--- src/logic/display_pkg.sv ---
// --------------------
// Display frame store package
// Frame geometry, packing widths and the host write credit count
// --------------------
package display_pkg;

    // Visible frame size
    localparam int FRAME_WIDTH = 640;
    localparam int FRAME_HEIGHT = 400;
    localparam int FRAME_PIXELS = FRAME_WIDTH * FRAME_HEIGHT;

    // Pixel addressing, one 4-bit pixel per address
    localparam int PIXEL_ADDRESS_WIDTH = 18;
    localparam int PIXEL_WIDTH = 4;

    // Eight pixels share one memory word
    localparam int PIXELS_PER_WORD = 8;
    localparam int LANE_WIDTH = 3;
    localparam int WORD_WIDTH = PIXELS_PER_WORD * PIXEL_WIDTH;

    // Word addressing inside one buffer
    localparam int WORD_ADDRESS_WIDTH = PIXEL_ADDRESS_WIDTH - LANE_WIDTH;
    localparam int FRAME_WORDS = FRAME_PIXELS / PIXELS_PER_WORD;

    // Host owns this many writes in flight
    localparam int WRITE_CREDITS = 4;

endpackage

--- src/logic/display_readout.sv ---
// --------------------
// Display readout
// Picks the addressed pixel from the front word, zero outside the frame
// --------------------
`timescale 1ns/1ps

module display_readout (
    input  logic clock_in,
    input  logic reset_n_in,
    input  logic [display_pkg::PIXEL_ADDRESS_WIDTH-1:0] pixel_read_address,
    output logic [display_pkg::WORD_ADDRESS_WIDTH-1:0] front_read_address,
    input  logic [display_pkg::WORD_WIDTH-1:0] front_read_data,
    output logic [display_pkg::PIXEL_WIDTH-1:0] pixel_read_data
);

    logic in_frame;

    // Lane and range flag follow the memory read by one cycle
    logic [display_pkg::LANE_WIDTH-1:0] lane_q;
    logic in_frame_q;

    assign in_frame = pixel_read_address < display_pkg::FRAME_PIXELS;

    // Out of frame addresses park on word zero
    assign front_read_address = in_frame
        ? pixel_read_address[display_pkg::PIXEL_ADDRESS_WIDTH-1:display_pkg::LANE_WIDTH]
        : '0;

    always_ff @(posedge clock_in) begin
        if (!reset_n_in) begin
            lane_q <= '0;
            in_frame_q <= 1'b0;
        end else begin
            lane_q <= pixel_read_address[display_pkg::LANE_WIDTH-1:0];
            in_frame_q <= in_frame;
        end
    end

    // Nibble select, blanked past the frame
    assign pixel_read_data = in_frame_q
        ? front_read_data[lane_q*display_pkg::PIXEL_WIDTH +: display_pkg::PIXEL_WIDTH]
        : '0;

endmodule

--- config.mk ---
export PLATFORM = sky130hd
export DESIGN_NAME = display_readout
export DESIGN_NICKNAME = d
export VERILOG_FILES = /design/src/logic/display_pkg.sv /design/src/logic/display_readout.sv
export SDC_FILE = /design/constraint.sdc
export NUM_CORES = 1
export LEC_CHECK = 0
export BUFFER_PORTS_ARGS = -buffer_cell sky130_fd_sc_hd__buf_2
export CORE_UTILIZATION = 31
export DETAILED_ROUTE_END_ITERATION = 12
export GPL_TIMING_DRIVEN = 0
export PLACE_DENSITY_LB_ADDON = 0.05
export SLEW_MARGIN = 15
export SYNTH_ARGS = -nofsm -noshare
export SYNTH_HDL_FRONTEND = slang
export SYNTH_SLANG_ARGS = --single-unit
export TNS_END_PERCENT = 1
--- constraint.sdc ---
create_clock -name clock_in -period 3.2 [get_ports clock_in]
set_clock_uncertainty 0.2 [all_clocks]
set_input_delay 0.16 -clock clock_in [delete_from_list [all_inputs] [get_ports clock_in]]
set_output_delay 0.16 -clock clock_in [all_outputs]
set_load 0.01 [all_outputs]
Yosys cells after proc, flatten, opt, wreduce, memory -nomap -nowiden
Index checks and enable logic that the tools add are counted.
{"block": "word_totals", "regBits": 4}
{"block": "classes", "order_cmp": 1, "shift": 1, "n_mux": 2}
{"cell": "32-bit by 6-bit indexed part select with 4-bit output", "count": 1}
{"cell": "18-bit less-than comparator (second input constant)", "count": 1}
{"cell": "15-bit two-way mux", "count": 1}
{"cell": "4-bit two-way mux", "count": 1}

Logic depth before layout (Yosys ltp)
{"block": "depth", "word_depth": 2, "ltp_mapped": 4}

Worst setup path before layout
OpenSTA, ideal clock, no wires.
{"block": "synth_path", "path_kind": "register to output", "startpoint": "register lane_q[1] (netlist bit)", "endpoint": "output port pixel_read_data[0] (netlist bit)", "n_path_buf": 1, "arrival_time_ns": 1.139, "path_stages_with_launch": 5, "slack_ns": 1.701, "t_required_ns": 2.840, "path_cell_list": "dfxtp_1 buf_6 mux4_2 mux2i_1 nor2_1"}
{"block": "synth_via", "elab_chain_cells": 2}
{"element": "start: declaration", "line": "display_readout.sv:19", "source": "logic [display_pkg::LANE_WIDTH-1:0] lane_q;"}
{"element": "start signal: assignment", "line": "display_readout.sv:34", "source": "lane_q <= pixel_read_address[display_pkg::LANE_WIDTH-1:0];"}
{"element": "32-bit by 6-bit indexed part select with 4-bit output", "line": "display_readout.sv:41", "source": "? front_read_data[lane_q*display_pkg::PIXEL_WIDTH +: display_pkg::PIXEL_WIDTH]"}
{"element": "4-bit two-way mux", "line": "display_readout.sv:41"}
{"element": "end: declaration", "line": "display_readout.sv:13", "source": "output logic [display_pkg::PIXEL_WIDTH-1:0] pixel_read_data"}
No other way between the ends.

Worst setup path in the final report
{"block": "layout_path", "startpoint": "register lane_q[1] (netlist bit)", "endpoint": "output port pixel_read_data[1] (netlist bit)"}
Same word-level chain as after synthesis.

==> summary.txt <==
Status
  – Status: finished clean

Min path
  – Hold Crit Depth: 4
  – Hold crit path type: in -> reg
  – Worst hold start: pixel_read_address[17]

Finish
  – Register area: 80.1 um^2
  – Layout area overhead: 95.1%
  – Diode count: 0
  – Fillers: 135
  – Fin nets: 181
  – Final cell count without fillers: 142
  – Area of the multi-input gates: 369 um^2
  – Layout cell share with drive strength beyond 1: 0.669

Route
  – Drt total wl: 1.49 mm
  – DR iter-0 viols: 8
  – DRC errors left: 0
  – Post-route ant nets: 0
  – Drt via density: 4.63
  – Via count: 658
  – DR pass1 iterations: 4
  – Wire per inst: 10.5 um

STA
  – WHS: 142 ps
  – Max-slew violations: 0
  – Final Cycle Share: 0.592
  – Post-layout minimum cycle time: 1890 ps
  – Final hold viol count: 0
  – Worst Max-Slew Pin Slew: 382 ps
  – Unrepaired setup endpoints after global routing: false
  – Fmax: 528 MHz
  – TNS Setup: 0 ps
  – Final setup vio count: 0
  – Relative slew margins: 0.745

Critical path
  – Critical Path Source: lane_q[1]$_SDFF_PN0_
  – Crit path capture type: output port
  – Worst path bufs/invs: 2
  – Delay-heaviest family, CP: multiplexers
  – Levels on crit path: 5
  – Slowest-stage cell, CP: mux4_2
  – CP startpoint kind: flip-flop
  – Crit path kind: reg -> out
  – Worst EP required: 2840 ps
  – Largest stage delay on the critical path: 510 ps
  – Critical-path cell list: buf_6 -> mux4_2 -> mux2i_1 -> nor2_1 -> buf_2
  – Max FO, Critical Path: 8
  – CP arrival: 1530 ps

Synthesis
  – Unique masters post-synth: 11
  – Cell taking the most area after synthesis: mux4_2
  – Syn Nets: 99
  – Yosys Warn Count: 0
  – Synthesized instance count: 47
  – Cell area after synthesis: 485 um^2
  – Top cells by area, synth: mux4_2 (37%), nor2b_1 (21%), dfxtp_1 (16%)
  – Synthesized area per cell: 10.3 um^2
  – Sequential share of the synthesized area: 0.165
  – Share of the synthesized area in the top cell type: 0.371
  – Synth Register Bits: 4

CTS
  – Hold bufs inserted after CTS: 7
  – # clock sinks: 4
  – Clock-pin slew on the worst setup and hold paths: 40 ps
  – Inserted Clock Buffers: 3
  – CTS tree: yes
  – H-Tree Depth: 1
  – Longest Clk Path Bufs: 2
  – Post-CTS Setup Bufs: 0
  – Clock root buffer: clkbuf_4
  – CTS resizes: 0

Global route
  – GRT overflow: 0
  – Largest net degree at the start of global routing: 11
  – Initial antenna violation count: 0
  – First-pass GRT wire length: 2.43 mm
  – Total GRT Usage: 0.177
  – Vias in the first global route: 593

Floorplan
  – IO Count: 71
  – Height of the die: 41.6 um
  – Rows: 13
  – Die ar.: 1730 um^2
  – Die X: 41.6 um
  – Core area: 1380 um^2
  – Starting Density: 0.351

Power and ir drop
  – Worst VDD drop: 0.194 mV
  – P per Cell Area: 229 nW/um^2
  – Leak Pwr: 0.511 nW

Placement
  – Post-DP HPWL: 1.20 mm
  – IO Port Bufs: 70
  – Placed cell count: 132
  – Placer congestion estimate: 0.724

Run
  – Max cap viols: 0
[stage by stage]
step	total power, mW	util	cell area (um^2)	setup WS [ps]
5_1_grt	0.233	0.685	947	1190
3_5_place_dp	0.152	0.618	855	1540
2_1_floorplan	0.105	-	485	1700
3_3_place_gp	0.151	0.618	855	1560
6_report	0.217	0.685	947	1310
4_1_cts	0.219	0.685	947	1290
[power by group]
group | switching [mW] | internal [mW] | total (mW)
logic | 0.0382 | 0.0659 | 0.104
clock network | 0.0174 | 0.0417 | 0.0591
registers | 0.000852 | 0.0529 | 0.0538
total | 0.0564 | 0.161 | 0.217
[tightest hold or removal path: stages]
cell     delay [ps]
buf_2           100
nand4_1          60
nor2_1          100
nor2b_1         110
[layout make-up]
cell class	count	share of cell area
Timing Repair Buffer	77	0.444
Multi-Input combinational cell	38	0.390
Sequential cell	4	0.0845
Buffer	4	0.0343
Clock buffer	3	0.0238
Tap cell	15	0.0198
Inverter	1	0.00396
[per-layer routing]
metal  track usage  wire [um]  vias to the layer above  part of all wire
met5             0          0                        -                 0
met4        0.0581          0                        0                 0
met3        0.0261        184                        0              0.12
met2         0.334        738                       54              0.50
met1         0.199        563                      275              0.38
li1              -          -                      329                 -
[registers in the layout, summed over array words and instances (netlist names)]
register    count
lane_q          3
in_frame_q      1
[logic make-up after synthesis]
| family | synth area share |
|---|---|
| AND/OR/NAND/NOR | 0.296 |
| multiplexers | 0.454 |
| buffers and inverters | 0.0747 |
| flip-flops | 0.165 |
| AO/OA/AOI/OAI | 0.0103 |
[synth_stat cells]
cell     count
nor2b_1     16
buf_6        2
inv_1        1
mux4_2       8
nand4_1      1
and2_1       3
dfxtp_1      4
mux2i_1      4
nor2_1       5
buf_2        2
o21ai_0      1
[cells in the final DEF (no fill, tap or decap)]
cell type and instances:
o21ai_0 1, mux4_2 8, inv_1 1, nor2b_1 16, buf_2 72, dlygate4sd3_1 7, dfxtp_1 4, clkbuf_4 3
and2_1 3, mux2i_1 4, nand4_1 1, nor2_1 5, buf_6 2
[final timing paths]
check	endpoint	slack, ps
hold / removal	in_frame_q$_SDFF_PN0_	140
setup / recovery	pixel_read_data[1]	1310
Note: power is estimated with default switching activity, not from simulation.
