[src/logic/display_pkg.sv]
// --------------------
// Display frame store package
// Frame geometry, packing widths and the host write credit count
// --------------------
package display_pkg;

    // Visible frame size
    localparam int FRAME_WIDTH = 640;
    localparam int FRAME_HEIGHT = 400;
    localparam int FRAME_PIXELS = FRAME_WIDTH * FRAME_HEIGHT;

    // Pixel addressing, one 4-bit pixel per address
    localparam int PIXEL_ADDRESS_WIDTH = 18;
    localparam int PIXEL_WIDTH = 4;

    // Eight pixels share one memory word
    localparam int PIXELS_PER_WORD = 8;
    localparam int LANE_WIDTH = 3;
    localparam int WORD_WIDTH = PIXELS_PER_WORD * PIXEL_WIDTH;

    // Word addressing inside one buffer
    localparam int WORD_ADDRESS_WIDTH = PIXEL_ADDRESS_WIDTH - LANE_WIDTH;
    localparam int FRAME_WORDS = FRAME_PIXELS / PIXELS_PER_WORD;

    // Host owns this many writes in flight
    localparam int WRITE_CREDITS = 4;

endpackage

[src/logic/pixel_command_decode.sv]
// --------------------
// Pixel command decode
// Credit-counted write queue, splits pixel addresses into word and lane
// --------------------
`timescale 1ns/1ps

module pixel_command_decode (
    input  logic clock_in,
    input  logic reset_n_in,
    input  logic pixel_write_valid,
    input  logic [display_pkg::PIXEL_ADDRESS_WIDTH-1:0] pixel_write_address,
    input  logic [display_pkg::PIXEL_WIDTH-1:0] pixel_write_data,
    output logic pixel_write_credit,
    output logic word_update_valid,
    output logic [display_pkg::WORD_ADDRESS_WIDTH-1:0] word_update_address,
    output logic [display_pkg::LANE_WIDTH-1:0] word_update_lane,
    output logic [display_pkg::PIXEL_WIDTH-1:0] word_update_pixel,
    input  logic word_update_ready,
    output logic queue_empty
);

    // Queue storage
    logic [display_pkg::WORD_ADDRESS_WIDTH-1:0] entry_word [display_pkg::WRITE_CREDITS];
    logic [display_pkg::LANE_WIDTH-1:0] entry_lane [display_pkg::WRITE_CREDITS];
    logic [display_pkg::PIXEL_WIDTH-1:0] entry_pixel [display_pkg::WRITE_CREDITS];

    logic [$clog2(display_pkg::WRITE_CREDITS)-1:0] write_pointer;
    logic [$clog2(display_pkg::WRITE_CREDITS)-1:0] read_pointer;
    logic [$clog2(display_pkg::WRITE_CREDITS+1)-1:0] entry_count;

    // Credits owed for writes dropped at entry
    logic [$clog2(display_pkg::WRITE_CREDITS+1)-1:0] drop_owed;

    logic in_frame;
    logic push;
    logic pop;

    // Only addresses inside the frame are queued
    assign in_frame = pixel_write_address < display_pkg::FRAME_PIXELS;
    assign push = pixel_write_valid && in_frame;
    assign pop = word_update_valid && word_update_ready;

    // Head of queue goes straight to the execute stage
    assign word_update_valid = entry_count != '0;
    assign word_update_address = entry_word[read_pointer];
    assign word_update_lane = entry_lane[read_pointer];
    assign word_update_pixel = entry_pixel[read_pointer];
    assign queue_empty = entry_count == '0;

    // One credit per handoff; a dropped write waits if a handoff takes the cycle
    assign pixel_write_credit = pop || (drop_owed != '0);

    always_ff @(posedge clock_in) begin
        // Split address on entry
        if (push) begin
            entry_word[write_pointer] <= pixel_write_address[display_pkg::PIXEL_ADDRESS_WIDTH-1:
                                                             display_pkg::LANE_WIDTH];
            entry_lane[write_pointer] <= pixel_write_address[display_pkg::LANE_WIDTH-1:0];
            entry_pixel[write_pointer] <= pixel_write_data;
        end
    end

    always_ff @(posedge clock_in) begin
        if (!reset_n_in) begin
            write_pointer <= '0;
            read_pointer <= '0;
            entry_count <= '0;
            drop_owed <= '0;
        end else begin
            if (push) begin
                write_pointer <= write_pointer + 1'b1;
            end
            if (pop) begin
                read_pointer <= read_pointer + 1'b1;
            end
            // Occupancy tracks push and pop together
            case ({push, pop})
                2'b10: entry_count <= entry_count + 1'b1;
                2'b01: entry_count <= entry_count - 1'b1;
                default: entry_count <= entry_count;
            endcase
            // Out of frame write owes its credit back
            if (pixel_write_valid && !in_frame && (pop || drop_owed == '0)) begin
                drop_owed <= drop_owed + 1'b1;
            end else if (!(pixel_write_valid && !in_frame) && !pop && drop_owed != '0) begin
                drop_owed <= drop_owed - 1'b1;
            end
        end
    end

endmodule

[config.mk]
export PLATFORM = sky130hd
export DESIGN_NAME = pixel_command_decode
export DESIGN_NICKNAME = d
export VERILOG_FILES = /design/src/logic/display_pkg.sv /design/src/logic/pixel_command_decode.sv
export SDC_FILE = /design/constraint.sdc
export NUM_CORES = 1
export LEC_CHECK = 0
export ABC_AREA = 1
export ABC_CLOCK_PERIOD_IN_PS = 2890
export BUFFER_PORTS_ARGS = -buffer_cell sky130_fd_sc_hd__buf_2
export CAP_MARGIN = 20
export CORE_AREA = 2 2 117 96
export DETAILED_ROUTE_END_ITERATION = 8
export DIE_AREA = 0 0 119 98
export PLACE_DENSITY_LB_ADDON = 0.2
export SLEW_MARGIN = 10
export SYNTH_ARGS = -nofsm -noshare
export SYNTH_HDL_FRONTEND = slang
export SYNTH_SLANG_ARGS = --single-unit
[constraint.sdc]
create_clock -name clock_in -period 2.89 [get_ports clock_in]
set_input_delay 0.867 -clock clock_in [delete_from_list [all_inputs] [get_ports clock_in]]
set_output_delay 0.867 -clock clock_in [all_outputs]
set_load 0.01 [all_outputs]
# == Word-level counts from Yosys, hierarchy flattened ==
# Memory sizes are Yosys's and may differ from the RTL's. A register that Yosys moved wholly into a read port is not among the register bits.
# Cells that the tools add are included.
# op_classes
addsub,6
order_cmp,1
eq_ne,2
n_mux,11
n_reduce_logical,17
# op_table
op,count
"less-than comparator 18 bit, second input constant",1
two-way mux 2 bit,6
"adder 3 x 1 -> 3 bit, second input constant",2
logical AND 1 bit,6
logical NOT 3 bit,2
two-way mux 3 bit,2
one-hot mux 3 bit (2 select lines),1
nonzero test 3 bit,2
"subtractor 3 x 1 -> 3 bit, second input constant",2
"adder 2 x 1 -> 2 bit, second input constant",2
nonzero test 2 bit,2
logical NOT 1 bit,3
"== test 2 x 1 -> 1 bit, second input constant",1
"== test 2 bit, second input constant",1
logical OR 1 bit,2
two-way mux 1 bit,2
# totals
regBits,10
ramBits,88
inputBits,26
out_inout_bits,25
mem_count,3
# memory_table
name,words,word_bits,read_ports,rd_clocked_by_memory_dff,write_ports,line,source
entry_word,4,15,1,1,1,pixel_command_decode.sv:23,logic [display_pkg::WORD_ADDRESS_WIDTH-1:0] entry_word [display_pkg::WRITE_CREDITS];
entry_pixel,4,4,1,1,1,pixel_command_decode.sv:25,logic [display_pkg::PIXEL_WIDTH-1:0] entry_pixel [display_pkg::WRITE_CREDITS];
entry_lane,4,3,1,1,1,pixel_command_decode.sv:24,logic [display_pkg::LANE_WIDTH-1:0] entry_lane [display_pkg::WRITE_CREDITS];

# == Logic depth before layout (Yosys ltp) ==
# depth
word_depth,8
depth_mapped,11
ltp_nobuf,11

# == Worst setup path after synthesis ==
# No wires, ideal clock.
# synth_timing
path_kind,input to register
from,input pixel_write_address[12] in the netlist's numbering
to,"memory entry_lane[0][0] in the netlist's numbering, enable pin"
t_arrival_ns,2.161
required_time_ns,2.489
slack_ns,0.328
path_stages,5
path_cell_list,nor2_1 nor2_2 nand2_2 nand2_2 nor2_1
# synth_via
elab_chain_cells,4
# synth_rtl
element,line,source
"start, declared",pixel_command_decode.sv:11,"input logic [display_pkg::PIXEL_ADDRESS_WIDTH-1:0] pixel_write_address,"
less-than comparator 18 bit,pixel_command_decode.sv:39,assign in_frame = pixel_write_address < display_pkg::FRAME_PIXELS;
logical AND 1 bit,pixel_command_decode.sv:40,assign push = pixel_write_valid && in_frame;
two-way mux 1 bit,pixel_command_decode.sv:55,if (push) begin
two-way mux 1 bit (not written as such),pixel_command_decode.sv:58,entry_lane[write_pointer] <= pixel_write_address[display_pkg::LANE_WIDTH-1:0];
"end, declared",pixel_command_decode.sv:24,
# Every way passes these cells.

==> metrics.yaml <==
timing:
  slew_violations: 0
  period_minus_slack_ns: 2.585
  fmax_mhz: 386.9
  tightest_slew_ns: 0.4634
  finalCritPeriodShare_pct: 89.44
  skew_ns: 0.006738
  relSlewSlack_pct: 69.06
  fin_tns_setup_ns: 0
  rsz0062_at_grt: "false"
  hold_viol_final: 0
  setup_viol: 0
clocking:
  post_cts_buffers: 0
  cts_buffers: 9
  htreeDepth: 3
  clockBufferDepth: 2
  cts.sinks: 100
  insertion_delay_ns: 0.33
  post_cts_resized: 0
  cts_hold_buf: 0
  cts_root_buf: "clkbuf_16"
  path_clk_slew_ns: 0.06
  cts_tree: "yes"
drt:
  vias_per_cell: 4.742
  num_vias: 2428
  wl_mm: 7.549
  route.detailed.drc: 0
  ant_nets: 0
  drtIter0Drc: 135
  dr.pass1.iters: 4
  wl_per_cell_um: 14.74
placement:
  dp_cells: 496
  dp_hpwl_mm: 4.698
  gp_congestion: 0.7417
  port_buffers: 50
worst_setup_path:
  timing.rr.start: "entry_count[1]$_SDFFE_PN0P_"
  cp_top_family: "buffers and inverters"
  arrival_ns: 1.72
  reg2reg_setup_slack_ns: 1.10
  cp_num_buf_inv: 2
  slowest_stage: "dfxtp_1"
  start_kind: "register"
  crit_path_max_fanout: 22
  crit_required_ns: 2.02
  crit_path_end_kind: "output port"
  ff2ff_path_depth: 11
  critPathCapture: "word_update_lane[2]"
  r2r-end: "entry_count[2]$_SDFFE_PN0P_"
  path_class: "reg2out"
  cp.depth: 4
  max_stage_delay_ns: 0.42
  path_cells: "inv_2 > o21ai_0 > o22ai_1 > buf_2"
power_and_ir_drop:
  power_frac_seq_pct: 46.8
  p_leak_nw: 1.699
  powerDensity_mw_per_mm2: 780.0
  power_frac_clock_pct: 30.5
  ir_drop_v: 0.0004746
  swShare_pct: 29.82
  power_frac_comb_pct: 22.6
  p_sw_mw: 1.088
  p_int_mw: 2.560
global_routing:
  grt_overflow: 0
  grt_pass1_vias: 2457
  grt_pass1_wl_mm: 12.08
  antenna_found_initial: 0
  grt_max_degree: 45
  grtUsageTotal_pct: 13.62
logic_synthesis:
  yosysWarnings: 0
  synth_edf_count: 88
  syn_area_mm2: 0.003926
  yosysUniqueCellTypes: 20
  synth_cells: 305
  synthesis.nets: 338
  synth_area_per_cell_um2: 12.87
  synth-main-ff-cell: "edfxtp_1"
  async_reset_ff_share_pct: 0
  ys_seq_area_share_pct: 73.42
  ys_seq_elements: 100
floorplanning:
  core_mm2: 0.01059
  die_area_mm2: 0.01166
  fp-row-count: 34
  initial_core_util_pct: 37.07
  die_x_um: 119
  die_y_um: 98
  num_io_pins: 51
run_status:
  outcome: "completed"
flow_run:
  max-cap-violations: 0
layout:
  num_antenna_cells: 0
  layout_common_cells: "88 x edfxtp_1, 51 x nor2_1, 50 x buf_2, 26 x o21ai_0, 25 x o21ai_1"
  instances_no_fill: 512
  area_growth_pct: 19.12
  final_common_cell: "edfxtp_1"
  drive_gt1_share_pct: 27.72
  final_util_pct: 44.15
  nNetsFinal: 396
  final.fill_count: 971
min_path:
  hold_class: "reg2reg"
==> state kept, by name, indices dropped and copies added (netlist names), named ones only <==
| name | count |
|---|---|
| read_pointer | 2 |
| entry_lane | 12 |
| entry_word | 60 |
| entry_count | 3 |
| write_pointer | 2 |
| entry_pixel | 16 |
| drop_owed | 3 |
==> cell usage after synthesis, types with 3 or more instances <==
master | count | area (um2)
nor2_1 | 55 | 206.5
o21ai_1 | 25 | 125.1
o22ai_1 | 22 | 137.6
edfxtp_1 | 88 | 2643
inv_1 | 11 | 41.29
dfxtp_1 | 12 | 240.2
inv_2 | 10 | 37.54
nand2_2 | 6 | 37.54
nand2_1 | 8 | 30.03
nand3_1 | 6 | 30.03
o21ai_0 | 26 | 130.1
nor2_2 | 3 | 18.77
ha_1 | 5 | 62.56
buf_2 | 8 | 40.04
a21oi_1 | 10 | 50.05
clkbuf_1 | 5 | 18.77
==> worst reg2reg max path, stage by stage (launching register included) <==
cell and delay, ns:
dfxtp_1 0.34, inv_2 0.06, nand3_4 0.10, nand2_4 0.06, inv_2 0.11, ha_1 0.18
inv_2 0.05, fa_1 0.37, a21oi_1 0.14, o21ai_1 0.09, o21ai_1 0.12, a21oi_1 0.05
==> logic make-up after synthesis <==
group / synth area share (%)
flops: 73.42
compound gates: 11.50
buf+inv: 3.506
fa+ha+maj: 2.613
simple gates: 8.955
==> routing by layer <==
metal  GRT usage [%]  vias to the layer above  wire length (um)
met3           3.388                       10               251
met4           5.861                        0               151
li1                -                     1214                 -
met5               0                        -                 0
met2           22.99                       39              3678
met1           16.72                     1165              3468
==> per-stage QoR <==
stage	worst slack (ns)	total power, mW	instance area (um2)	hold slack [ns]
final	0.3051	3.648	4677	0.4598
after detailed placement	0.2750	2.581	4395	0.4552
after global placement	0.3004	2.561	4395	0.4469
after floorplan	0.3279	2.286	3926	0.4350
after global routing	0.1867	3.847	4677	0.5034
after CTS	0.2891	3.694	4677	0.4640
==> worst min path at each step <==
stage                                  from        to  depth (start not counted)
2_1_floorplan  read_pointer[1]$_SDFFE_PN0P_  register                          2
6_report       read_pointer[1]$_SDFFE_PN0P_  register                          2
3_5_place_dp   read_pointer[1]$_SDFFE_PN0P_  register                          2
3_3_place_gp   read_pointer[1]$_SDFFE_PN0P_  register                          2
4_1_cts        read_pointer[1]$_SDFFE_PN0P_  register                          2
5_1_grt        read_pointer[1]$_SDFFE_PN0P_  register                          2
==> layout make-up <==
type                       count  area (um2)  share of cell area [%]
timing repair buffer          60       337.8                   7.223
clock buffer                   9       225.2                   4.815
sequential                   100        2883                   61.64
tap                          144       180.2                   3.852
inverter                      21       78.83                   1.685
multi-input combinational    171       915.9                   19.58
clock inverter                 7       56.30                   1.204
==> power groups by stage <==
| stage | registers, mW | clock network, mW | logic [mW] |
|---|---|---|---|
| floorplan | 1.73 | 0 | 0.554 |
| global placement | 1.74 | 0 | 0.821 |
| detailed placement | 1.74 | 0 | 0.840 |
| CTS | 1.71 | 1.14 | 0.841 |
| global route | 1.72 | 1.20 | 0.929 |
| finish | 1.71 | 1.11 | 0.825 |
Note: power is estimated with default switching activity, not from simulation.
