File: src/logic/display_pkg.sv
// --------------------
// Display frame store package
// Frame geometry, packing widths and the host write credit count
// --------------------
package display_pkg;

    // Visible frame size
    localparam int FRAME_WIDTH = 640;
    localparam int FRAME_HEIGHT = 400;
    localparam int FRAME_PIXELS = FRAME_WIDTH * FRAME_HEIGHT;

    // Pixel addressing, one 4-bit pixel per address
    localparam int PIXEL_ADDRESS_WIDTH = 18;
    localparam int PIXEL_WIDTH = 4;

    // Eight pixels share one memory word
    localparam int PIXELS_PER_WORD = 8;
    localparam int LANE_WIDTH = 3;
    localparam int WORD_WIDTH = PIXELS_PER_WORD * PIXEL_WIDTH;

    // Word addressing inside one buffer
    localparam int WORD_ADDRESS_WIDTH = PIXEL_ADDRESS_WIDTH - LANE_WIDTH;
    localparam int FRAME_WORDS = FRAME_PIXELS / PIXELS_PER_WORD;

    // Host owns this many writes in flight
    localparam int WRITE_CREDITS = 4;

endpackage

File: src/logic/buffer_swap_control.sv
// --------------------
// Buffer swap control
// Syncs the switch request and swaps buffers at frame start when drained
// --------------------
`timescale 1ns/1ps

module buffer_swap_control (
    input  logic clock_in,
    input  logic reset_n_in,
    input  logic switch_write_buffer,
    input  logic [display_pkg::PIXEL_ADDRESS_WIDTH-1:0] pixel_read_address,
    input  logic queue_empty,
    input  logic update_busy,
    output logic front_is_b,
    output logic buffer_swapped
);

    // Two stage capture of the switch level
    logic [1:0] switch_sync;
    logic switch_rise;
    logic swap_pending;
    logic swap_now;

    // Newer sample high, older low
    assign switch_rise = switch_sync == 2'b01;

    // Frame restart with nothing queued or mid-update
    assign swap_now = swap_pending && (pixel_read_address == '0) && queue_empty && !update_busy;

    always_ff @(posedge clock_in) begin
        if (!reset_n_in) begin
            switch_sync <= '0;
            swap_pending <= 1'b0;
            front_is_b <= 1'b0;
            buffer_swapped <= 1'b0;
        end else begin
            switch_sync <= {switch_sync[0], switch_write_buffer};
            buffer_swapped <= swap_now;
            if (swap_now) begin
                front_is_b <= !front_is_b;
                swap_pending <= 1'b0;
            end
            // A fresh request wins over a clear in the same cycle
            if (switch_rise) begin
                swap_pending <= 1'b1;
            end
        end
    end

endmodule

File: config.mk
export PLATFORM = sky130hd
export DESIGN_NAME = buffer_swap_control
export DESIGN_NICKNAME = d
export VERILOG_FILES = /design/src/logic/display_pkg.sv /design/src/logic/buffer_swap_control.sv
export SDC_FILE = /design/constraint.sdc
export NUM_CORES = 1
export LEC_CHECK = 0
export BUFFER_PORTS_ARGS = -buffer_cell sky130_fd_sc_hd__buf_2
export CORE_AREA = 2 2 39 41
export DETAILED_ROUTE_END_ITERATION = 16
export DIE_AREA = 0 0 41 43
export GPL_ROUTABILITY_DRIVEN = 0
export PLACE_DENSITY = 0.53
export SLEW_MARGIN = 20
export SYNTH_ARGS = -nofsm -noshare
export SYNTH_HDL_FRONTEND = slang
export SYNTH_SLANG_ARGS = --single-unit
File: constraint.sdc
create_clock -name clock_in -period 1.7 [get_ports clock_in]
set_clock_uncertainty 0.2 [all_clocks]
set_input_delay 0.17 -clock clock_in [delete_from_list [all_inputs] [get_ports clock_in]]
set_output_delay 0.17 -clock clock_in [all_outputs]
set_load 0.1 [all_outputs]
# --- After elaboration in Yosys (flattened, before gate mapping) ---
# Cells that the tools add are included.
totals:
  regBits: 5
  input_bits: 23
  out_inout_bits: 2
op_classes:
  n_eq_ne: 1
  mux: 2
  n_reduce_logical: 7
ops:
  columns: ["op", "count"]
  rows:
  - ["logical NOT 18 bit", 1]
  - ["logical AND 1 bit", 3]
  - ["equality test 2 x 1 -> 1 bit (second input constant)", 1]
  - ["logical NOT 1 bit", 2]
  - ["two-way mux 1 bit", 2]
  - ["nonzero test 2 bit", 1]

# --- Depth between registers and ports, before layout ---
# Gate-level depths: netlist of the first run.
logic_depth:
  depth_word: 6
  ltp_mapped: 4
  depth_no_buf: 4

# --- Worst setup path after synthesis of the first run ---
# Ideal clock, no wire load.
synth_timing:
  path_type: "register -> register"
  startpoint: "register front_is_b"
  endpoint: "register front_is_b"
  setup_ns: 0.120
  arrival_time_ns: 1.185
  path_slack_ns: 0.195
  stages_incl_launch_ff: 3
  path_buffers: 0
  path_cell_list: "dfxtp_1 -> nand2b_1 -> mux2i_1"
synth_via:
  elab_chain_cells: 1
synth_lines:
  columns: ["element", "line", "rtl"]
  rows:
  - ["from (decl)", "buffer_swap_control.sv:14", "output logic front_is_b,"]
  - ["from (signal assigned)", "buffer_swap_control.sv:40", "front_is_b <= !front_is_b;"]
  - ["logical NOT 1 bit", "buffer_swap_control.sv:40", null]
# Every way passes these cells.
# A chain may end at the register's enable or synchronous reset.

# --- Worst setup path in the final report of the first run ---
layout_timing:
  startpoint: "register front_is_b"
  endpoint: "output front_is_b"
# No word-level cell between the ends.

==> results of run 1 <==
worst paths after layout:
path / slack, ns / start / end
setup reg to reg: 0.40 / swap_pending / front_is_b
hold reg to reg: 0.26 / switch_sync[0] / switch_sync[1]
hold / removal: 0.03 / reset_n_in / switch_sync[1]
setup / recovery: 0.33 / front_is_b / front_is_b
where the power goes:
group          internal (uW)  total, uW  leakage [uW]  switching, uW
sequential               122        123     0.0000409           1.59
clock                   88.6        136     0.0000150           47.0
combinational           23.9       35.1      0.000144           11.2
state kept, by name, indices dropped and copies added, names as in the netlist:
| register | flops |
|---|---|
| buffer_swapped | 1 |
| front_is_b | 1 |
| swap_pending | 1 |
| switch_sync | 2 |
placed cells by master, fill, tap and decap left out:
cell type,instances
clkbuf_4,3
and3_2,1
and2_4,1
nand2_1,2
and4_1,1
o21ai_0,1
mux2i_1,1
nand3b_1,1
nor4_1,3
buf_2,24
nand2b_1,1
dfxtp_1,5
nor2_1,2
nor4b_2,1
and2_1,2
clkbuf_1,1
and3_1,1
dlygate4sd3_1,1
final cells by class:
type                    instances  area share [%]
clock buffers                   4            6.60
multi-input cells              18            30.5
flip-flops and latches          5            25.2
well taps                      16            5.03
repair buffers                 25            32.7
routing by layer:
layer | vias up | routed length, um | track usage, %
met5 | - | 0 | 0
met4 | 0 | 38 | 12.7
met3 | 4 | 53 | 0.524
met2 | 20 | 220 | 10.0
met1 | 116 | 218 | 8.39
li1 | 141 | - | -
synth_stat cells (all sizes together):
| cell | number |
|---|---|
| nor4b | 1 |
| mux2i | 1 |
| nor2 | 2 |
| nand2 | 2 |
| and2 | 3 |
| and3 | 2 |
| nor4 | 3 |
| nand2b | 1 |
| and4 | 1 |
| dfxtp | 5 |
| nand3b | 1 |
| o21ai | 1 |
metrics by stage:
step	std cells	setup WS [ns]
5_1_grt	68	0.279
2_1_floorplan	23	0.195
3_3_place_gp	63	0.330
6_report	68	0.326
3_5_place_dp	63	0.341
4_1_cts	68	0.314
logic make-up (layout without fill, tap and decap cells):
group           after synthesis  count (layout)
compound gates                1               1
buf+inv                       0              29
flops                         5               5
mux                           1               1
simple gates                 16              16
timing repair:
| action | 4_1_cts | 5_1_grt |
|---|---|---|
| hold buffers | 1 | 0 |
| resized for setup | 0 | 0 |
| endpoints found under the hold margin | 1 | 0 |
==> impl_metrics.tcl, run 1 <==
set metrics [dict create \
    clk-insertion-delay-late_ns 0.24 \
    fmax_ghz 0.728 \
    holdPathStages 2 \
    rows 14 \
    finalSetupTns_ns 0 \
    grt_usage_pct 7.84 \
    hold_viol 0 \
    maxCapViolations 0 \
    ys_types 14 \
    syn_area_um2 221 \
    path_clk_slew_ns 0.04 \
    hold_class "in -> reg" \
    cp-end-kind "output pin" \
    path_buf_inv 1 \
    setup_viol 0 \
    numCtsBuffers 3 \
    synth_seq_cells 5 \
    multiInputGateArea_um2 121 \
    routed_wl_um 531 \
    p_leak_uw 0.000200 \
    synthSimpleGateAreaFrac_pct 48.0 \
    vias 281 \
    slowest_delay_ns 0.43 \
    fin_crit_sh_pct 80.8 \
    areaGrowthSynthToFinish_pct 79.7 \
    rsz0062_at_grt "no" \
    grt_max_degree 8 \
    synth_fp_nets 46 \
    coreArea_um2 1380 \
    fin_nets 76 \
    grt_pass1_wl_um 869 \
    io_buffers 24 \
    avgSynthCellArea_um2 9.63 \
    critical_path_class "reg -> out" \
    dieHeight_um 43 \
    startpoint_type "flip-flop" \
    cts_setup_buffers 0 \
    holdWs_ns 0.0319 \
    synth_xor_xnor_area_share_pct 0 \
    seq_area_frac_synth_pct 45.2 \
    synth_top_family_by_area "simple AND/OR/NAND/NOR gates" \
    overflow 0 \
    drive_above_1_share_pct 57.7 \
    r2r_cells 4 \
    fill_cells 145 \
    cts_tree "done" \
    vdd_drop_max_uv 198 \
    htreeDepth 1 \
    total_power_uw 294 \
    cp_cell_sequence "buf_2" \
    dpl.hpwl_um 454 \
    routedWlPerCell_um 7.81 \
    crit_arrival_ns 1.00 \
    grt_antenna_before_repair 0 \
    muxShareOfSynthArea_pct 4.52 \
    io-pin-count 25 \
    die_width_um 41 \
    yosys.area_share.adder_pct 0 \
    tightestPinTransition_ns 0.485 \
    cp_max_fo 3 \
    initial_core_util_pct 16.0 \
    finalInstanceArea_um2 398 \
    cp_slowest_cell "buf_2" \
    yosys.area.top_type "dfxtp_1" \
    cts.sinks 5 \
    post-route-util_pct 28.8 \
    grt_pass1_vias 254 \
    synth_area_leaders "dfxtp_1 45%, nor4_1 8.5%, nor4b_2 6.8%" \
    cpLargestDelayFamily "buffers and inverters" \
    synth_top_area_share_pct 45.2 \
    slew_violations 0 \
    yosys_warnings 0 \
    post_dp_cell_area_um2 362 \
    diodes 0 \
    min_period_ns 1.37 \
    crit_required_ns 1.33 \
    syn_inst 23 \
    root_buffer "clkbuf_4" \
    max_slew_margin_pct 67.9 \
    path_depth 1 \
    first_iter_violations 3 \
    power_density_nw_per_um2 740 \
    route.antenna.remaining_nets 0 \
    viasPerCell 4.13 \
    outcome "finished clean" \
    seqCellArea_um2 100 \
    synth_compound_area_share_pct 2.26 \
    clock_path_buffers 2 \
    dr.pass1.iters 3 \
    dieArea_um2 1760 \
    drc 0 \
]
(Power assumes the default switching activity.)
==> run 2: changes to the inputs <==
- PLACE_DENSITY: 0.53 -> 0.55
- clock period: 1.7 -> 1.25 ns (I/O delays scaled with it)
==> run 2 against run 1 <==
  * Wire length is 3.0% lower
  * Clock power is 29% higher
  * First-iteration DRC count is 67% lower
  * Critical path type is now reg -> reg
  * Worst setup slack worse by 0.34 ns
  * Clock-buffer cell count stayed put
  * Core utilization is 3.1 points higher
  * The flow now finishes with violations (negative setup slack)
  * Sequential power is 37% higher
  * Flip-flop and latch count stayed put
  * Largest cell class unchanged
  * Non-clock buffer count is 1 higher
==> impl_metrics.tcl, run 2 (synthesis gave the netlist of run 1 again) <==
set metrics [dict create \
    cp_max_fo 2 \
    r2r_start "swap_pending" \
    rsz0062_at_grt "yes" \
    critical_path_class "reg -> reg" \
    drc 0 \
    first_iter_violations 1 \
    reg2reg_slack_ns -0.01 \
    final_common_cell "buf_2" \
    met3_length_um 70 \
    cp_slowest_cell "dfxtp_2" \
    coreArea_um2 1380 \
    routed.top_layer "met3" \
    overflow 0 \
    vdd_drop_max_uv 318 \
    cts_tree "done" \
    grt_max_degree 8 \
    p_leak_uw 0.000210 \
    dp.cells 63 \
    hold_end "buffer_swapped" \
    fin_crit_sh_pct 101 \
    maxCapViolations 0 \
    largest_reg_flops 2 \
    grt_pass1_vias 261 \
    setup_viol 1 \
    fmax_ghz 0.791 \
    cp_cell_sequence "nor4b_2 -> and4_1 -> and2_4 -> mux2i_1" \
    clk-insertion-delay-late_ns 0.23 \
    path_clk_slew_ns 0.04 \
    cp-end-kind "flip-flop" \
    met2_length_um 242 \
    cts.sinks 5 \
    holdWs_ns 0.127 \
    route.antenna.remaining_nets 0 \
    io_buffers 24 \
    max_slew_margin_pct 85.1 \
    power_density_nw_per_um2 897 \
    drt-met1-wl_um 201 \
    cts_setup_buffers 0 \
    viasPerCell 4.16 \
    r2r_cells 4 \
    hp-start "queue_empty" \
    fin_nets 77 \
    r2r-end "front_is_b" \
    slowest_delay_ns 0.32 \
    layout.cells.most_common_list "22 x buf_2, 3 x nor4_1, 3 x dfxtp_1, 3 x clkbuf_4" \
    startpoint_type "flip-flop" \
    failed_checks "negative setup slack" \
    drive_above_1_share_pct 60.4 \
    dr.pass1.iters 2 \
    grt_antenna_before_repair 0 \
    grt_pass1_wl_um 876 \
    numCtsBuffers 3 \
    vias 287 \
    crit_required_ns 1.21 \
    diodes 0 \
    finalInstanceArea_um2 440 \
    largest_register "switch_sync" \
    post_dp_cell_area_um2 393 \
    initial_core_util_pct 16.0 \
    holdPathStages 3 \
    io-pin-count 25 \
    root_buffer "clkbuf_4" \
    tightestPinTransition_ns 0.221 \
    dieHeight_um 43 \
    die_width_um 41 \
    hold_class "in -> reg" \
    hold_viol 0 \
    min_period_ns 1.26 \
    preCtsSetupSlack_ns -0.0480 \
    crit_arrival_ns 1.22 \
    grt_usage_pct 7.33 \
    areaGrowthSynthToFinish_pct 98.9 \
    outcome "finished, violations left" \
    post_layout_nonfiller_instances 69 \
    htreeDepth 1 \
    worst_slack_ns -0.0148 \
    routedWlPerCell_um 7.46 \
    slew_violations 0 \
    rows 14 \
    dieArea_um2 1760 \
    routed_wl_um 515 \
    clock_path_buffers 2 \
]
[run 2: timing repair]
item,CTS,global route
hold buffers,2,0
hold endpoints to repair,4,0
pin swaps,1,0
endpoints found under the setup margin,2,2
resized for setup,1,0
[run 2: cell type report]
cell class                      count  area, um2
Clock buffer                        4       26.3
Fill cell                         149        943
Multi-Input combinational cell     18        121
Sequential cell                     5        103
Tap cell                           16       20.0
Timing Repair Buffer               26        170
[run 2: worst max path at each step]
stage | cells after the start | slack, ns | startpoint | endpoint
after global routing | 4 | -0.07 | swap_pending | front_is_b
after floorplan | 0 | 0.02 | buffer_swapped | buffer_swapped
after CTS | 4 | -0.03 | swap_pending | front_is_b
after global placement | 4 | -0.05 | swap_pending | front_is_b
after detailed placement | 5 | -0.05 | pixel_read_address[10] | front_is_b
final | 4 | -0.01 | swap_pending | front_is_b
[run 2: critical path: cells and delay by family, from the launching register on]
| kind | cells | cell delay [ns] |
|---|---|---|
| simple gates | 3 | 0.51 |
| mux | 1 | 0.15 |
| flops | 1 | 0.32 |
[run 2: metal layers]
| metal | vias to the layer above | GRT usage, % |
|---|---|---|
| met2 | 23 | 11.3 |
| met4 | 0 | 6.00 |
| met5 | - | 0 |
| met1 | 117 | 8.04 |
| li1 | 147 | - |
| met3 | 0 | 1.57 |
[run 2: power by group]
group,leakage [uW],switching [uW],internal [uW]
Clock,0.0000150,56.1,120
Sequential,0.0000418,2.24,166
Combinational,0.000153,15.8,34.6
[run 2: stage by stage]
step                      utilization (%)  total power, uW  TNS, ns
after floorplan                         -              179        0
after global placement               28.4              216  -0.0798
after detailed placement             28.4              217  -0.0561
after CTS                            31.8              404  -0.0333
after global routing                 31.8              420   -0.117
final                                31.8              395  -0.0148
