===== src/logic/display_pkg.sv =====
// --------------------
// Display frame store package
// Frame geometry, packing widths and the host write credit count
// --------------------
package display_pkg;

    // Visible frame size
    localparam int FRAME_WIDTH = 640;
    localparam int FRAME_HEIGHT = 400;
    localparam int FRAME_PIXELS = FRAME_WIDTH * FRAME_HEIGHT;

    // Pixel addressing, one 4-bit pixel per address
    localparam int PIXEL_ADDRESS_WIDTH = 18;
    localparam int PIXEL_WIDTH = 4;

    // Eight pixels share one memory word
    localparam int PIXELS_PER_WORD = 8;
    localparam int LANE_WIDTH = 3;
    localparam int WORD_WIDTH = PIXELS_PER_WORD * PIXEL_WIDTH;

    // Word addressing inside one buffer
    localparam int WORD_ADDRESS_WIDTH = PIXEL_ADDRESS_WIDTH - LANE_WIDTH;
    localparam int FRAME_WORDS = FRAME_PIXELS / PIXELS_PER_WORD;

    // Host owns this many writes in flight
    localparam int WRITE_CREDITS = 4;

endpackage


===== src/logic/pixel_word_update.sv =====
// --------------------
// Pixel word update
// Read-modify-write of one pixel lane in the back buffer
// --------------------
`timescale 1ns/1ps

module pixel_word_update (
    input  logic clock_in,
    input  logic reset_n_in,
    input  logic word_update_valid,
    input  logic [display_pkg::WORD_ADDRESS_WIDTH-1:0] word_update_address,
    input  logic [display_pkg::LANE_WIDTH-1:0] word_update_lane,
    input  logic [display_pkg::PIXEL_WIDTH-1:0] word_update_pixel,
    output logic word_update_ready,
    output logic update_busy,
    output logic [display_pkg::WORD_ADDRESS_WIDTH-1:0] back_read_address,
    output logic back_write_enable,
    output logic [display_pkg::WORD_ADDRESS_WIDTH-1:0] back_write_address,
    output logic [display_pkg::WORD_WIDTH-1:0] back_write_data,
    input  logic [display_pkg::WORD_WIDTH-1:0] back_read_data
);

    // Idle takes a command and issues its read, merge writes it back
    typedef enum logic {
        UPDATE_IDLE,
        UPDATE_MERGE
    } update_state_t;

    update_state_t update_state;

    logic accept;

    // Command held across the read latency
    logic [display_pkg::WORD_ADDRESS_WIDTH-1:0] held_address;
    logic [display_pkg::LANE_WIDTH-1:0] held_lane;
    logic [display_pkg::PIXEL_WIDTH-1:0] held_pixel;

    logic [display_pkg::WORD_WIDTH-1:0] merged_word;

    assign word_update_ready = update_state == UPDATE_IDLE;
    assign accept = word_update_valid && word_update_ready;

    // Busy from the read cycle through the write cycle
    assign update_busy = accept || (update_state == UPDATE_MERGE);

    // Read issued in the handoff cycle, data back next cycle
    assign back_read_address = word_update_address;

    // Replace only the addressed nibble
    always_comb begin
        merged_word = back_read_data;
        merged_word[held_lane*display_pkg::PIXEL_WIDTH +: display_pkg::PIXEL_WIDTH] = held_pixel;
    end

    assign back_write_enable = update_state == UPDATE_MERGE;
    assign back_write_address = held_address;
    assign back_write_data = merged_word;

    always_ff @(posedge clock_in) begin
        if (accept) begin
            held_address <= word_update_address;
            held_lane <= word_update_lane;
            held_pixel <= word_update_pixel;
        end
    end

    always_ff @(posedge clock_in) begin
        if (!reset_n_in) begin
            update_state <= UPDATE_IDLE;
        end else begin
            case (update_state)
                UPDATE_IDLE: begin
                    if (accept) begin
                        update_state <= UPDATE_MERGE;
                    end
                end
                // Write lands this cycle, ready again after it
                default: begin
                    update_state <= UPDATE_IDLE;
                end
            endcase
        end
    end

endmodule


===== config.mk =====
export PLATFORM = sky130hd
export DESIGN_NAME = pixel_word_update
export DESIGN_NICKNAME = d
export VERILOG_FILES = /design/src/logic/display_pkg.sv /design/src/logic/pixel_word_update.sv
export SDC_FILE = /design/constraint.sdc
export NUM_CORES = 1
export LEC_CHECK = 0
export CORE_MARGIN = 3
export CORE_UTILIZATION = 53
export CTS_BUF_LIST = sky130_fd_sc_hd__clkbuf_8 sky130_fd_sc_hd__clkbuf_16
export CTS_CLUSTER_SIZE = 10
export DETAILED_ROUTE_END_ITERATION = 8
export DONT_BUFFER_PORTS = 1
export GPL_TIMING_DRIVEN = 0
export PLACE_DENSITY = 0.77
export SLEW_MARGIN = 20
export SYNTH_ARGS = -nofsm -noshare
export SYNTH_HDL_FRONTEND = slang
export SYNTH_SLANG_ARGS = --single-unit

===== constraint.sdc =====
create_clock -name clock_in -period 2.7 [get_ports clock_in]
set_clock_uncertainty 0.1 [all_clocks]
set_input_delay 0.27 -clock clock_in [delete_from_list [all_inputs] [get_ports clock_in]]
set_output_delay 0.27 -clock clock_in [all_outputs]
set_load 0.005 [all_outputs]

* Yosys cells after proc, flatten, opt, wreduce, memory -nomap -nowiden *
Cells that the tools add are included.

word-level totals
  register bits = 23
  bits of input ports = 57
  output and inout port bits = 65
  word-level logic and storage cells = 14

operators by class
  add/subtract/negate cells = 1
  shift-type cells = 2
  mux-type cells = 2
  bitwise operators = 2
  reductions and logical operators = 3

operators with widths
  cell                       count
  $neg A5 Y34                1
  $shift A4 B34 Y32 const A  1
  $shiftx A4 B34 Y32         1
  $bwmux W32                 1
  $not A1 Y1                 2
  $reduce_or A2 Y1           1
  $logic_and A1 B1 Y1        1
  $logic_or A1 B1 Y1         1
  $mux W1                    1

* Logic depth before layout (Yosys ltp) *
Gate-level depths: netlist of run 1.

  word-level depth = 3
  mapped depth = 8

* Worst setup path before layout of run 1 *
No wires, ideal clock.

  path kind = flip-flop to output port
  start = register held_lane[0] (netlist name)
  end = output back_write_data[0] (netlist name)
  arrival time = 1.893 ns
  setup slack = 0.437 ns
  stages on the path, launching flop included = 9
  path buffers = 2
  cell sequence = edfxtp_1 buf_6 inv_1 ha_1 ha_1 buf_4 nor4b_4 nand3_2 mux2_1

between the ends
  cells in the longest elaborated chain, start to end = 3

ends and longest elaborated chain
  what                                                     line                     RTL
  start: declaration                                       pixel_word_update.sv:35  logic [display_pkg::LANE_WIDTH-1:0] held_lane;
  start signal: assignment                                 pixel_word_update.sv:62  held_lane <= word_update_lane;
  $neg A5 Y34 (*)                                          pixel_word_update.sv:52  merged_word[held_lane*display_pkg::PIXEL_WIDTH +: display_pkg::PIXEL_WIDTH] = held_pixel;
  $shiftx A4 B34 Y32 or $shift A4 B34 Y32 (tied branches)  pixel_word_update.sv:52
  $bwmux W32 (*)                                           pixel_word_update.sv:52
  end: declaration                                         pixel_word_update.sv:19  output logic [display_pkg::WORD_WIDTH-1:0] back_write_data,

Mark *: on every way between the ends. The rest lies on a longest branch, timed or not.

* Final worst setup path of run 1 *
  start = register held_lane[0] (netlist name)
  end = output back_write_data[2] (netlist name)

The elaborated chain is that of the path after synthesis.

==> results of run 1 <==
report_power, final:
group / switching, mW / internal, mW / leakage [nW]
clock: 0.107 / 0.103 / 0.0255
sequential: 0.0163 / 0.416 / 0.220
combinational: 0.0851 / 0.107 / 0.545
total: 0.208 / 0.626 / 0.790
what timing repair did:
action | 4_1_cts | 5_1_grt
resized for setup | 0 | 11
pin swaps | 0 | 2
buffers inserted | 2 | 3
endpoints found under the hold margin | 22 | 0
hold buffers | 22 | 0
setup endpoints to repair | 8 | 20
sequential cells by signal, summed over array words and instances (netlist names):
| signal | count |
|---|---|
| back_write_address | 15 |
| held_pixel | 4 |
| held_lane | 3 |
| back_write_enable | 1 |
cell usage in the layout, fill, tap and decap left out, types with 3 or more instances in the layout:
cell and n:
and2_1 13, nand3_2 4, clkbuf_8 3, mux2_2 26
ha_1 4, mux2i_1 4, inv_1 7, edfxtp_1 22
dlygate4sd3_1 22, buf_4 20, nand2_1 4
path summary, 6_finish.rpt:
path / startpoint / endpoint / slack (ns)
max reg2reg: back_write_enable$_SDFF_PP0_ / back_write_address[7]$_DFFE_PP_ / 1.35
min reg2reg: back_write_enable$_SDFF_PP0_ / back_write_address[14]$_DFFE_PP_ / 0.63
min: reset_n_in / back_write_enable$_SDFF_PP0_ / 0.05
max: held_lane[0]$_DFFE_PP_ / back_write_data[2] / 0.09
layer usage:
layer	routed length (µm)	vias up	GRT usage [%]
li1	-	480	-
met1	1310	522	22.4
met2	2010	81	34.6
met3	485	4	6.48
met4	31	0	5.70
met5	0	-	0
cells by family after synthesis:
logic type / share of synthesized area [%]
mux: 22.9
compound gates: 0.322
simple gates: 17.8
buf+inv: 10.4
fa+ha+maj: 4.83
flops: 43.8
stage by stage:
step	area [µm²]	worst slack (ns)	TNS, ns
2_1_floorplan	1550	0.437	0
3_3_place_gp	1590	0.340	0
3_5_place_dp	1610	0.258	0
4_1_cts	1890	0.0257	0
5_1_grt	1960	-0.000760	-0.000760
6_report	1960	0.0917	0
layout make-up:
| type | instances | area (µm²) |
|---|---|---|
| diodes | 1 | 2.50 |
| plain buffers | 17 | 135 |
| clock buffers | 3 | 41.3 |
| clock inverters | 1 | 5.00 |
| fillers | 177 | 822 |
| inverters | 8 | 30.0 |
| multi-input cells | 73 | 753 |
| flip-flops and latches | 23 | 681 |
| well taps | 31 | 38.8 |
| repair buffers | 28 | 273 |
==> results.toml, run 1 <==
[placed_design]
gp_congestion = 0.747
dpl.hpwl_um = 2610
dp_cells = 153
numPortBuffers = 0

[clock_tree]
cts.sinks = 23
clkLatencyLatePin_ns = 0.26
htree_levels = 1
cts_made_buffers = 3
clkSlewWorstSetupHoldPaths_ns = 0.08
root_buffer = "clkbuf_8"
cts_buffer_depth = 2
cts_tree = "built"

[yosys]
post-synth-top-area-cell = "edfxtp_1"
netlist_top_cells_count = "mux2_2 (24), edfxtp_1 (22), buf_4 (16), and2_1 (13), inv_1 (8)"
yosysMostFrequentCell = "mux2_2"
synth_top_cell_area_share_pct = 42.5
synthCells = 121
netlist_area_um2 = 1550
ys_types = 23
seq_area_frac_synth_pct = 43.8
syn-num-nets = 184
synth_ff_type = "edfxtp_1"
synth_enable_flop_cells = 22
yosys_warnings = 0
async_reset_ff_share_pct = 0
synth_seq_cells = 23
synth_area_per_cell_um2 = 12.8
netlist_top_cells_area = "edfxtp_1 (43%), mux2_2 (17%), buf_4 (7.7%)"

[routing]
drtIter0Drc = 55
wirelength_um = 3830
drc = 0
vias_per_cell = 5.88
vias = 1087
wire_per_inst_um = 20.7
drt.antenna.violating_nets = 0
firstDrtPassIters = 4

[power_and_ir_drop]
vdd_ir_drop_max_mv = 0.474
power.static_leakage_nw = 0.790
power_mw = 0.834
powerDensity_nw_per_um2 = 426

[run]
max_cap_viol_count = 0

[global_routing]
grt_usage_pct = 19.6
grt_pass1_vias = 1067
grt_start_max_net_pins = 17
grt_pass1_wl_um = 5200
antenna_found_initial = 0
grt.overflow.total = 0

[floorplanning]
rows = 19
io_pins = 122
dieArea_um2 = 3620
chipHeight_um = 60.2
initial_utilization_pct = 55.9
dieWidth_um = 60.2
core_area_um2 = 2780

[cells_and_area]
fin_util_pct = 70.4
layout.cells.non_filler = 185
drive_above_1_share_pct = 47.7
synthToLayoutAreaGrowth_pct = 26.1
nNetsFinal = 217

[critical_path]
cp_slowest_stage_delay_ns = 0.41
cp_slowest_cell = "edfxtp_1"
cp-start-kind = "flip-flop"
path_cells = "buf_6 -> inv_2 -> ha_2 -> ha_4 -> buf_6 -> nor4b_4 -> nand3_2 -> mux2_4"
crit_path_end_kind = "output port"
crit_cells = 8
required_ns = 2.33
path_class = "reg -> out"
crit_path_frequent_cell = "buf_6"
worstPathArrival_ns = 2.24
crit_buf_inv = 3
worst_path_dominant_cell_family = "simple AND/OR/NAND/NOR gates"
ff2ff_path_depth = 2
worstPathMaxFanout = 6

[timing]
slew_headroom_pct = 71.4
maxSlewViolCount = 0
hold_viol = 0
holdWs_ns = 0.0501
worst_pin_slew_ns = 0.425
setup_violations = 0
fin_crit_sh_pct = 96.6
min_period_ns = 2.61
fmax_mhz = 383

[hold_path]
hold_class = "in -> reg"
holdPathStages = 1

[status]
status = "completed"
Note: power is estimated with default switching activity, not from simulation.
==> run 2: changes to the inputs <==
Settings changed: CAP_MARGIN set to 5, SETUP_SLACK_MARGIN set to 0.3.
==> results.toml, run 2 (synthesis results as in run 1) <==
[power_and_ir_drop]
p_int_mw = 0.670
p_seq_share_pct = 48.1
power.static_leakage_nw = 0.950
vdd_ir_drop_max_mv = 0.473
powerDensity_nw_per_um2 = 405
switching_share_pct = 25.6
p_switching_mw = 0.231
combPwrFrac_pct = 28.5
clkPwrFrac_pct = 23.4

[critical_path]
worstReg2RegStart = "back_write_enable$_SDFF_PP0_"
reg2reg_slack_ns = 1.29
crit_buf_inv = 3
required_ns = 2.33
cp_slowest_stage_delay_ns = 0.42
worstPathArrival_ns = 2.24
crit_path_frequent_cell = "ha_4"
worstPathMaxFanout = 5
rr_endpoint = "back_write_address[3]$_DFFE_PP_"
cp_slowest_cell = "edfxtp_1"
ff2ff_path_depth = 2
path_cells = "buf_6 -> inv_4 -> ha_4 -> ha_4 -> buf_8 -> nor4b_4 -> nand3_4 -> mux2_4"
worst_path_dominant_cell_family = "simple AND/OR/NAND/NOR gates"
path_class = "reg -> out"
crit_path_end_kind = "output port"
cp-start-kind = "flip-flop"

[routing]
drt.antenna.violating_nets = 0
vias = 1119
top_layer_used = "met4"
wire_per_inst_um = 22.9
drtIter0Drc = 33
drc = 0
wl_met2_um = 2490
wirelength_um = 4410
met1_length_um = 1450
firstDrtPassIters = 4
wl_met3_um = 426
vias_per_cell = 5.83

[global_routing]
grt_usage_pct = 21.4
grt_start_max_net_pins = 17
antenna_found_initial = 0
grt.overflow.total = 0
grt_pass1_vias = 1114
grt_pass1_wl_um = 5590

[clock_tree]
htree_levels = 1
cts_buffer_depth = 2
clkSlewWorstSetupHoldPaths_ns = 0.08
cts_made_buffers = 3
root_buffer = "clkbuf_8"
cts.sinks = 23
clkLatencyLatePin_ns = 0.26
cts_tree = "built"

[floorplanning]
dieArea_um2 = 3620
core_area_um2 = 2780
initial_utilization_pct = 55.9
chipHeight_um = 60.2
dieWidth_um = 60.2
io_pins = 122
rows = 19

[cells_and_area]
fillCellCount = 134
layout_common_cells = "buf_4 (25), mux2_4 (24), edfxtp_1 (22), dlygate4sd3_1 (22), and2_1 (8)"
drive_above_1_share_pct = 57.8
nNetsFinal = 225
final_area_um2 = 2220
multi_input_area_um2 = 932
ff_latch_area_um2 = 681
n_antenna_cell = 0
largest_register_ffs = 15
final_common_cell = "buf_4"
synthToLayoutAreaGrowth_pct = 43.0

[timing]
worst_pin_slew_ns = 0.450
min_period_ns = 2.61
fmax_mhz = 383
hold_viol = 0
setup_violations = 0
slew_headroom_pct = 69.9
maxSlewViolCount = 0
fin_crit_sh_pct = 96.6
holdWs_ns = 0.0255
rsz0062_at_grt = "yes"
finalSetupTns_ns = 0

[status]
status = "completed"

[hold_path]
holdPathStages = 1
hold_start = "reset_n_in"
holdPathEnd = "back_write_enable$_SDFF_PP0_"
hold_class = "in -> reg"

[placed_design]
numPortBuffers = 0
place_area_um2 = 1610
gp_congestion = 0.747
dpl.hpwl_um = 2610

[run]
max_cap_viol_count = 0
run 2: worst max-delay path by stage:
stage,start,endpoint,slack [ns],depth (start not counted)
3_3_place_gp,held_lane[1]$_DFFE_PP_,back_write_data[26],0.34,6
6_report,held_lane[0]$_DFFE_PP_,back_write_data[1],0.09,8
4_1_cts,held_lane[0]$_DFFE_PP_,back_write_data[1],0.16,8
5_1_grt,held_lane[0]$_DFFE_PP_,back_write_data[0],-0.02,8
2_1_floorplan,held_lane[0]$_DFFE_PP_,back_write_data[0],0.44,8
3_5_place_dp,held_lane[1]$_DFFE_PP_,back_write_data[1],0.26,7
run 2: per-layer routing:
metal  GRT usage (%)  up-vias
met3            6.70        4
li1                -      495
met4            5.70        0
met1            22.5      540
met2            40.6       80
met5               0        -
run 2: timing repair:
| action | 4_1_cts | 5_1_grt |
|---|---|---|
| endpoints found under the hold margin | 22 | 0 |
| pin swaps | 2 | 6 |
| setup buffers | 7 | 6 |
| resized for setup | 13 | 42 |
| endpoints found under the setup margin | 32 | 32 |
| hold buffers | 22 | 0 |
run 2: per-stage QoR:
stage,setup WS (ns),cells,total power [mW],utilization [%]
floorplan,0.437,121,0.558,-
global placement,0.340,152,0.581,57.3
detailed placement,0.258,153,0.586,57.9
CTS,0.159,186,0.838,71.5
global route,-0.0203,192,0.939,79.9
finish,0.0920,192,0.901,79.9
run 2: power groups by stage:
stage | Clock [mW] | Sequential [mW] | Combinational [mW]
finish | 0.210 | 0.433 | 0.257
global route | 0.229 | 0.436 | 0.274
CTS | 0.210 | 0.432 | 0.196
detailed placement | 0 | 0.441 | 0.145
global placement | 0 | 0.442 | 0.139
floorplan | 0 | 0.435 | 0.123
run 2: final cells by class:
| class | count | area share [%] |
|---|---|---|
| inverters | 8 | 1.46 |
| clock inverters | 1 | 0.225 |
| plain buffers | 17 | 6.25 |
| multi-input cells | 73 | 41.9 |
| repair buffers | 36 | 15.9 |
| well taps | 31 | 1.75 |
| flip-flops and latches | 23 | 30.6 |
| clock buffers | 3 | 1.86 |
